===== config.mk =====
export PLATFORM = sky130hd
export DESIGN_NAME = nes_io_top
export DESIGN_NICKNAME = d
export VERILOG_FILES = /design/src/design/nes_io_pkg.sv /design/src/design/host_reg_decoder.sv /design/src/design/pad_mapper.sv /design/src/design/joypad_port.sv /design/src/design/mem_slot_arbiter.sv /design/src/design/nes_io_top.sv
export SDC_FILE = /design/constraint.sdc
export NUM_CORES = 1
export LEC_CHECK = 0
export BUFFER_PORTS_ARGS = -buffer_cell sky130_fd_sc_hd__buf_2
export CAP_MARGIN = 15
export CORE_MARGIN = 2
export CORE_UTILIZATION = 29
export CTS_CLUSTER_DIAMETER = 80
export CTS_CLUSTER_SIZE = 16
export DETAILED_ROUTE_END_ITERATION = 8
export PLACE_DENSITY_LB_ADDON = 0.05
export SYNTH_ARGS = -nofsm -noshare
export SYNTH_HDL_FRONTEND = slang
export SYNTH_SLANG_ARGS = --single-unit

===== constraint.sdc =====
create_clock -name clk -period 5.4 [get_ports clk]
set_input_delay 1.08 -clock clk [delete_from_list [all_inputs] [get_ports clk]]
set_output_delay 1.08 -clock clk [all_outputs]
set_load 0.005 [all_outputs]

===== src/design/nes_io_pkg.sv =====
// ======================================================================
// nes_io_pkg
// Shared types, host register map, button positions and scheduler
// phases for the console glue logic around the NES core.
// ======================================================================
package nes_io_pkg;

  typedef logic [7:0]  byte_t;
  typedef logic [7:0]  nes_btn_t;    // 1 = pressed
  typedef logic [21:0] mem_addr_t;   // 4 MB space

  // NES button bit positions (R L D U START SELECT B A)
  localparam int BTN_A      = 0;
  localparam int BTN_B      = 1;
  localparam int BTN_SELECT = 2;
  localparam int BTN_START  = 3;
  localparam int BTN_UP     = 4;
  localparam int BTN_DOWN   = 5;
  localparam int BTN_LEFT   = 6;
  localparam int BTN_RIGHT  = 7;

  // host register addresses, as sent by the UART demux
  typedef enum logic [7:0] {
    REG_LOADER_CONF = 8'h35,
    REG_LOADER_DATA = 8'h37,
    REG_BTN_P1      = 8'h40,
    REG_BTN_P2      = 8'h41
  } host_reg_e;

  // five-cycle memory slot, NES core runs in the last one
  typedef enum logic [2:0] {
    PHASE_MEM  = 3'd0,
    PHASE_ACT  = 3'd1,
    PHASE_RW   = 3'd2,
    PHASE_WAIT = 3'd3,
    PHASE_NES  = 3'd4
  } slot_phase_e;

  // autofire half period in clk cycles
  localparam int AUTOFIRE_HALF_DEFAULT = 1_000_000;

endpackage


===== src/design/host_reg_decoder.sv =====
// ======================================================================
// host_reg_decoder
// Decodes byte writes from the host UART demux into loader data
// strobes, the loader reset bit and the two host button registers.
// ======================================================================
`timescale 1ns/1ps

module host_reg_decoder (
  input  logic               clk,
  input  logic               sys_resetn,
  input  logic               host_write,
  input  nes_io_pkg::byte_t  host_addr,
  input  nes_io_pkg::byte_t  host_data,
  output logic               loader_strobe,
  output nes_io_pkg::byte_t  loader_byte,
  output logic               loader_reset,
  output nes_io_pkg::nes_btn_t host_btn_p1,
  output nes_io_pkg::nes_btn_t host_btn_p2
);
  import nes_io_pkg::*;

  logic conf_reset;   // bit 0 of the loader conf byte, the only defined bit

  always_ff @(posedge clk) begin
    if (!sys_resetn) begin
      loader_strobe <= 1'b0;
      loader_byte   <= '0;
      conf_reset    <= 1'b0;
      host_btn_p1   <= '0;
      host_btn_p2   <= '0;
    end else begin
      loader_strobe <= 1'b0;   // single-cycle strobe
      if (host_write) begin
        case (host_addr)
          REG_LOADER_DATA: begin
            loader_strobe <= 1'b1;
            loader_byte   <= host_data;
          end
          REG_LOADER_CONF: conf_reset  <= host_data[0];
          REG_BTN_P1:      host_btn_p1 <= host_data;
          REG_BTN_P2:      host_btn_p2 <= host_data;
          default: ;       // unmapped, ignored
        endcase
      end
    end
  end

  // loader held in reset with the system, or on host request
  assign loader_reset = ~sys_resetn | conf_reset;

endmodule


===== src/design/pad_mapper.sv =====
// ======================================================================
// pad_mapper
// Maps one player's DualShock bytes, USB pad bits and host button
// register to an NES button byte, with autofire on square/triangle.
// ======================================================================
`timescale 1ns/1ps

module pad_mapper #(
  parameter int AUTOFIRE_HALF = nes_io_pkg::AUTOFIRE_HALF_DEFAULT
) (
  input  logic                 clk,
  input  logic                 sys_resetn,
  input  nes_io_pkg::byte_t    ds_byte0,   // active low
  input  nes_io_pkg::byte_t    ds_byte1,   // active low
  input  nes_io_pkg::nes_btn_t usb_btn,
  input  logic                 usb_x,
  input  logic                 usb_y,
  input  nes_io_pkg::nes_btn_t host_btn,
  output nes_io_pkg::nes_btn_t nes_btn
);
  import nes_io_pkg::*;

  localparam int CNT_W = (AUTOFIRE_HALF > 1) ? $clog2(AUTOFIRE_HALF) : 1;
  localparam logic [CNT_W-1:0] CNT_LAST = CNT_W'(AUTOFIRE_HALF - 1);

  logic [1:0]       af_trig;     // 0 square, 1 triangle
  logic [1:0]       af_level;    // toggle flags
  logic [CNT_W-1:0] af_cnt [2];
  logic [1:0]       af_out;
  nes_btn_t         mapped;

  assign af_trig[0] = ~ds_byte1[7] | usb_y;   // square
  assign af_trig[1] = ~ds_byte1[4] | usb_x;   // triangle

  // one counter and toggle flag per fire button
  for (genvar i = 0; i < 2; i++) begin : g_af
    always_ff @(posedge clk) begin
      if (!sys_resetn || !af_trig[i]) begin
        af_cnt[i]   <= '0;
        af_level[i] <= 1'b1;   // first press fires at once
      end else if (af_cnt[i] == CNT_LAST) begin
        af_cnt[i]   <= '0;
        af_level[i] <= ~af_level[i];
      end else begin
        af_cnt[i] <= af_cnt[i] + 1'b1;
      end
    end

    assign af_out[i] = af_trig[i] & af_level[i];
  end

  always_comb begin
    mapped             = '0;
    mapped[BTN_RIGHT]  = ~ds_byte0[5];
    mapped[BTN_LEFT]   = ~ds_byte0[7];
    mapped[BTN_DOWN]   = ~ds_byte0[6];
    mapped[BTN_UP]     = ~ds_byte0[4];
    mapped[BTN_START]  = ~ds_byte0[3];
    mapped[BTN_SELECT] = ~ds_byte0[0];
    mapped[BTN_B]      = ~ds_byte1[6] | af_out[0];   // X, or square autofire
    mapped[BTN_A]      = ~ds_byte1[5] | af_out[1];   // O, or triangle autofire
  end

  always_ff @(posedge clk) begin
    if (!sys_resetn) begin
      nes_btn <= '0;
    end else begin
      nes_btn <= mapped | usb_btn | host_btn;
    end
  end

endmodule


===== src/design/joypad_port.sv =====
// ======================================================================
// joypad_port
// NES-side controller register for one player. Parallel load while
// the strobe is high, shift right on each falling joypad clock.
// ======================================================================
`timescale 1ns/1ps

module joypad_port (
  input  logic                 clk,
  input  logic                 sys_resetn,
  input  logic                 joypad_strobe,
  input  logic                 joypad_clock,
  input  nes_io_pkg::nes_btn_t nes_btn,
  output logic                 joypad_data
);

  logic       clock_q;     // previous joypad clock level
  logic [7:0] shift_q;
  logic       clock_fall;

  assign clock_fall = clock_q & ~joypad_clock;

  always_ff @(posedge clk) begin
    if (!sys_resetn) begin
      clock_q <= 1'b0;
      shift_q <= '0;
    end else begin
      clock_q <= joypad_clock;
      if (clock_fall) begin
        shift_q <= {1'b0, shift_q[7:1]};   // zeros after the 8th bit
      end else if (joypad_strobe) begin
        shift_q <= nes_btn;
      end
    end
  end

  assign joypad_data = shift_q[0];   // A comes out first

endmodule


===== src/design/mem_slot_arbiter.sv =====
// ======================================================================
// mem_slot_arbiter
// Five-phase memory slot scheduler. Gates NES requests into the
// memory slot, gives loader writes priority and fills idle slots
// with refreshes.
// ======================================================================
`timescale 1ns/1ps

module mem_slot_arbiter (
  input  logic                  clk,
  input  logic                  sys_resetn,
  input  logic                  loader_done,
  input  logic                  nes_read_cpu,
  input  logic                  nes_read_ppu,
  input  logic                  nes_write,
  input  nes_io_pkg::mem_addr_t nes_addr,
  input  nes_io_pkg::byte_t     nes_wdata,
  input  logic                  loader_mem_write,
  input  nes_io_pkg::mem_addr_t loader_mem_addr,
  input  nes_io_pkg::byte_t     loader_mem_data,
  input  logic                  loader_refresh,
  output logic                  run_nes,
  output logic                  mem_read_a,
  output logic                  mem_read_b,
  output logic                  mem_write,
  output logic                  mem_refresh,
  output nes_io_pkg::mem_addr_t mem_addr,
  output nes_io_pkg::byte_t     mem_wdata
);
  import nes_io_pkg::*;

  // phase   | MEM   | ACT   | RW    | WAIT  | NES   |
  // memory  |  cmd  | activ | rd/wr |       | dout  |
  // NES                                     |  run  |
  slot_phase_e phase;
  slot_phase_e phase_next;
  logic        run_mem;
  logic        nes_req;

  always_comb begin
    case (phase)
      PHASE_MEM:  phase_next = PHASE_ACT;
      PHASE_ACT:  phase_next = PHASE_RW;
      PHASE_RW:   phase_next = PHASE_WAIT;
      PHASE_WAIT: phase_next = PHASE_NES;
      default:    phase_next = PHASE_MEM;   // wrap after the NES cycle
    endcase
  end

  always_ff @(posedge clk) begin
    if (!sys_resetn) begin
      phase <= PHASE_MEM;
    end else begin
      phase <= phase_next;
    end
  end

  // NES is held off until the game is loaded
  assign run_mem = (phase == PHASE_MEM) && loader_done;
  assign run_nes = (phase == PHASE_NES) && loader_done;

  assign nes_req = nes_read_cpu | nes_read_ppu | nes_write;

  assign mem_read_a  = nes_read_cpu & run_mem;
  assign mem_read_b  = nes_read_ppu & run_mem;
  assign mem_write   = (nes_write & run_mem) | loader_mem_write;   // loader in any phase
  assign mem_refresh = (run_mem & ~nes_req & ~loader_mem_write)
                     | (loader_refresh & ~loader_mem_write);

  // loader owns the address and data bus while writing
  assign mem_addr  = loader_mem_write ? loader_mem_addr : nes_addr;
  assign mem_wdata = loader_mem_write ? loader_mem_data : nes_wdata;

endmodule


===== src/design/nes_io_top.sv =====
// ======================================================================
// nes_io_top
// Glue logic around the NES core: host register decode, per-player
// button mapping and joypad ports, and the memory slot arbiter.
// ======================================================================
`timescale 1ns/1ps

module nes_io_top #(
  parameter int AUTOFIRE_HALF = nes_io_pkg::AUTOFIRE_HALF_DEFAULT
) (
  input  logic                  clk,
  input  logic                  sys_resetn,
  // host register writes
  input  logic                  host_write,
  input  nes_io_pkg::byte_t     host_addr,
  input  nes_io_pkg::byte_t     host_data,
  output logic                  loader_strobe,
  output nes_io_pkg::byte_t     loader_byte,
  output logic                  loader_reset,
  // player 1 pad
  input  nes_io_pkg::byte_t     ds_byte0_p1,
  input  nes_io_pkg::byte_t     ds_byte1_p1,
  input  nes_io_pkg::nes_btn_t  usb_btn_p1,
  input  logic                  usb_x_p1,
  input  logic                  usb_y_p1,
  // player 2 pad
  input  nes_io_pkg::byte_t     ds_byte0_p2,
  input  nes_io_pkg::byte_t     ds_byte1_p2,
  input  nes_io_pkg::nes_btn_t  usb_btn_p2,
  input  logic                  usb_x_p2,
  input  logic                  usb_y_p2,
  // NES joypad side
  input  logic                  joypad_strobe,
  input  logic [1:0]            joypad_clock,
  output logic [1:0]            joypad_data,
  // memory
  input  logic                  loader_done,
  input  logic                  nes_read_cpu,
  input  logic                  nes_read_ppu,
  input  logic                  nes_write,
  input  nes_io_pkg::mem_addr_t nes_addr,
  input  nes_io_pkg::byte_t     nes_wdata,
  input  logic                  loader_mem_write,
  input  nes_io_pkg::mem_addr_t loader_mem_addr,
  input  nes_io_pkg::byte_t     loader_mem_data,
  input  logic                  loader_refresh,
  output logic                  run_nes,
  output logic                  mem_read_a,
  output logic                  mem_read_b,
  output logic                  mem_write,
  output logic                  mem_refresh,
  output nes_io_pkg::mem_addr_t mem_addr,
  output nes_io_pkg::byte_t     mem_wdata
);
  import nes_io_pkg::*;

  nes_btn_t host_btn_p1, host_btn_p2;   // from host registers
  nes_btn_t nes_btn_p1, nes_btn_p2;     // mapped, into joypad ports

  host_reg_decoder u_host_reg (
    .clk           (clk),
    .sys_resetn    (sys_resetn),
    .host_write    (host_write),
    .host_addr     (host_addr),
    .host_data     (host_data),
    .loader_strobe (loader_strobe),
    .loader_byte   (loader_byte),
    .loader_reset  (loader_reset),
    .host_btn_p1   (host_btn_p1),
    .host_btn_p2   (host_btn_p2)
  );

  pad_mapper #(.AUTOFIRE_HALF(AUTOFIRE_HALF)) u_pad_p1 (
    .clk        (clk),
    .sys_resetn (sys_resetn),
    .ds_byte0   (ds_byte0_p1),
    .ds_byte1   (ds_byte1_p1),
    .usb_btn    (usb_btn_p1),
    .usb_x      (usb_x_p1),
    .usb_y      (usb_y_p1),
    .host_btn   (host_btn_p1),
    .nes_btn    (nes_btn_p1)
  );

  pad_mapper #(.AUTOFIRE_HALF(AUTOFIRE_HALF)) u_pad_p2 (
    .clk        (clk),
    .sys_resetn (sys_resetn),
    .ds_byte0   (ds_byte0_p2),
    .ds_byte1   (ds_byte1_p2),
    .usb_btn    (usb_btn_p2),
    .usb_x      (usb_x_p2),
    .usb_y      (usb_y_p2),
    .host_btn   (host_btn_p2),
    .nes_btn    (nes_btn_p2)
  );

  joypad_port u_joy_p1 (
    .clk           (clk),
    .sys_resetn    (sys_resetn),
    .joypad_strobe (joypad_strobe),   // shared strobe, $4016 write
    .joypad_clock  (joypad_clock[0]),
    .nes_btn       (nes_btn_p1),
    .joypad_data   (joypad_data[0])
  );

  joypad_port u_joy_p2 (
    .clk           (clk),
    .sys_resetn    (sys_resetn),
    .joypad_strobe (joypad_strobe),
    .joypad_clock  (joypad_clock[1]),
    .nes_btn       (nes_btn_p2),
    .joypad_data   (joypad_data[1])
  );

  mem_slot_arbiter u_mem_arb (
    .clk              (clk),
    .sys_resetn       (sys_resetn),
    .loader_done      (loader_done),
    .nes_read_cpu     (nes_read_cpu),
    .nes_read_ppu     (nes_read_ppu),
    .nes_write        (nes_write),
    .nes_addr         (nes_addr),
    .nes_wdata        (nes_wdata),
    .loader_mem_write (loader_mem_write),
    .loader_mem_addr  (loader_mem_addr),
    .loader_mem_data  (loader_mem_data),
    .loader_refresh   (loader_refresh),
    .run_nes          (run_nes),
    .mem_read_a       (mem_read_a),
    .mem_read_b       (mem_read_b),
    .mem_write        (mem_write),
    .mem_refresh      (mem_refresh),
    .mem_addr         (mem_addr),
    .mem_wdata        (mem_wdata)
  );

endmodule


==> flow_summary.ini <==
[logic_synthesis]
ys.flop_type = edfxtp_1
yosys.area_share.simple = 0.2177
ys_seq_elements = 147
synthArstFlopShare = 0
syn_inst = 707
synth_compound_area_frac = 0.08599
synth_area_sq_um = 7421
yosysUniqueCellTypes = 49
yosys_warnings = 0
seq_area_frac_synth = 0.5045
yosys.area.top_type = edfxtp_1
synth_mux_area_frac = 0.1008
avgSynthCellArea_sq_um = 10.50
netlist.area_leader.share = 0.3237
synth_fa_ha_area_frac = 0.006744
synth.area.top_cells = edfxtp_1 (32%), dfxtp_1 (18%), mux2i_1 (5.5%)
synth_xor_area_frac = 0.05783
synth_top_family_by_area = simple AND/OR/NAND/NOR gates
synth-edff-count = 80

[die]
rows = 58
die_w_um = 164.0
io_pins = 187
initial_core_util = 0.2947
die-area_sq_um = 26880
core_sq_um = 25180
fp.dieH_um = 164.0

[timing]
period_minus_slack_ns = 3.258
fin_tns_setup_ns = 0
slew_violations = 0
fin_crit_sh = 0.6034
finalClockSkew_ns = 0.009646
hold_viol = 0
rsz0062_at_grt = no
slew_headroom = 0.3710
worstMarginPinSlew_ns = 0.9386
max_freq_ghz = 0.3069
setup_viol = 0

[drt]
routed_via_density = 4.509
wirelength_um = 18250
drc = 0
drtIter0Drc = 294
vias = 5844
antenna_violating_nets_post_route = 0
dr.pass1.iters = 4
drt-wirelength-per-cell_um = 14.08

[critical_path]
crit_type = in -> out
critPathTopFamily = simple AND/OR/NAND/NOR gates
arrival_ns = 2.18
crit_path_max_incr_delay_ns = 0.63
required_ns = 4.32
worst-path-buf-inv = 2
end_kind = output pin
critical_path.slowest_cell = nor4b_1
startpoint = loader_done
worstPathMaxFanout = 4
start_kind = input pin
critPathMostFrequentCell = buf_2
cp_cell_sequence = buf_2 -> nor4b_1 -> a21oi_1 -> nor2_1 -> buf_2
reg2reg_from = u_pad_p2.af_cnt[0][12]

[cells_and_area]
nets = 1097
layout_common_cells = buf_2 (174), edfxtp_1 (80), conb_1 (80)
fillers = 2542
seqCellArea_sq_um = 3744
n_antenna_cell = 0
layout_commonest_cell = buf_2
drive_gt1_frac = 0.2578
syn_to_final_growth_pct = 28.48
multi_input_area_sq_um = 3795
fin_cells = 1296

[power]
vdd_drop_max_uv = 190.6
clockPowerShare = 0.444
seq_power_share = 0.467
leakage_nw = 3.977
p_per_area_nw_per_um2 = 291.3
p_total_w = 0.002777
intPower_w = 0.002138
pwr-share-comb = 0.089
switching_power_w = 0.0006389
p_sw_frac = 0.2301

[global_route]
antenna_found_initial = 0
grt_pass1_vias = 5607
track_usage = 0.1400
grt_pass1_wl_um = 29020
grt_overflow = 0
grt_max_degree = 51

[clock_tree]
cts_inserted_buffers = 17
htree_num_levels = 4
cts_resized = 0
cts.path.max_buffers = 2
hold_buffers = 0
clk_latency_ns = 0.42
post_cts_buffers = 0
clk_pin_slew_ns = 0.06
root_buffer = clkbuf_16
clkSinkCount = 147
tritoncts = done

[hold_path]
min_path_type = reg -> reg
min-delay-start = u_mem_arb.phase[1]

[placement]
dp_hpwl_um = 13500
place.gp.congestion = 0.7609
place_inst = 1264
portBuffers = 174

[run_status]
outcome = complete, no violations

[flow_run]
drv_cap = 0
## registers in the layout, indices dropped and copies added, names as in the netlist, 3 cells and up
| signal | count |
|---|---|
| u_pad_p1.af_cnt | 40 |
| u_pad_p2.af_cnt | 40 |
| u_host_reg.host_btn_p1 | 8 |
| u_host_reg.host_btn_p2 | 8 |
| u_host_reg.loader_byte | 8 |
| u_joy_p1.shift_q | 8 |
| u_joy_p2.shift_q | 8 |
| u_pad_p1.nes_btn | 8 |
| u_pad_p2.nes_btn | 8 |
| u_mem_arb.phase | 3 |
## synth_stat cells, types with 12 or more instances
library cell  count
a21boi_0         15
a21oi_1          25
clkbuf_1         22
dfxtp_1          67
edfxtp_1         80
inv_1            18
mux2_2           30
mux2i_1          41
nand2_1          35
nand3_1          35
nand4_1          22
nor2_1           78
nor2b_1          25
o211a_1          14
o21ai_0          18
o31ai_1          12
or3_1            15
or4_1            14
xnor2_1          25
xor2_1           24
## worst min-delay path: stages (launching register included)
cell     delay [ns]
dfxtp_1        0.34
nand2_1        0.07
nor2_1         0.03
## final timing paths
path,endpoint,slack (ns),cells past startpoint
max,mem_refresh,2.14,5
min,u_mem_arb.phase[2],0.48,2
max reg2reg,u_pad_p2.af_cnt[0][7],2.95,4
min reg2reg,u_mem_arb.phase[2],0.48,2
## stage by stage
step                instance area (sq um)  setup WS, ns  hold WS [ns]    util
finish                               9534         2.142        0.4834  0.3786
floorplan                            7717         2.347        0.4484       -
detailed placement                   8912         2.009        0.4773  0.3539
global placement                     8912         2.044        0.4736  0.3539
global route                         9534         1.884        0.4978  0.3786
CTS                                  9534         2.002        0.4894  0.3786
## cells by family after synthesis
logic type               count (synthesis)
AND/OR/NAND/NOR                        295
flip-flops                             147
AO/OA/AOI/OAI                           93
multiplexers                            71
XOR/XNOR                                49
buffers and inverters                   47
adder cells (fa/ha/maj)                  4
other                                    1
## cell type report
class / count / share of cell area
Clock buffer: 26 / 0.05919
Clock inverter: 6 / 0.006037
Inverter: 18 / 0.007087
Multi-Input combinational cell: 592 / 0.3980
Sequential cell: 147 / 0.3927
Tap cell: 330 / 0.04331
Timing Repair Buffer: 177 / 0.09370
## layer usage
metal / track usage / vias to the layer above / share of wire
met5: 0 / - / 0
met4: 0.03828 / 0 / 0.0085
met3: 0.03308 / 10 / 0.051
met2: 0.2353 / 170 / 0.47
met1: 0.1802 / 2649 / 0.47
li1: - / 3015 / -
## power by group through the flow
stage | Clock [W] | Combinational [W] | Sequential (W)
4_1_cts | 0.00128 | 0.000252 | 0.00130
5_1_grt | 0.00132 | 0.000281 | 0.00131
3_3_place_gp | 0 | 0.000250 | 0.00132
2_1_floorplan | 0 | 0.000153 | 0.00130
3_5_place_dp | 0 | 0.000250 | 0.00132
6_report | 0.00123 | 0.000247 | 0.00130
Note: power is estimated with default switching activity, not from simulation.
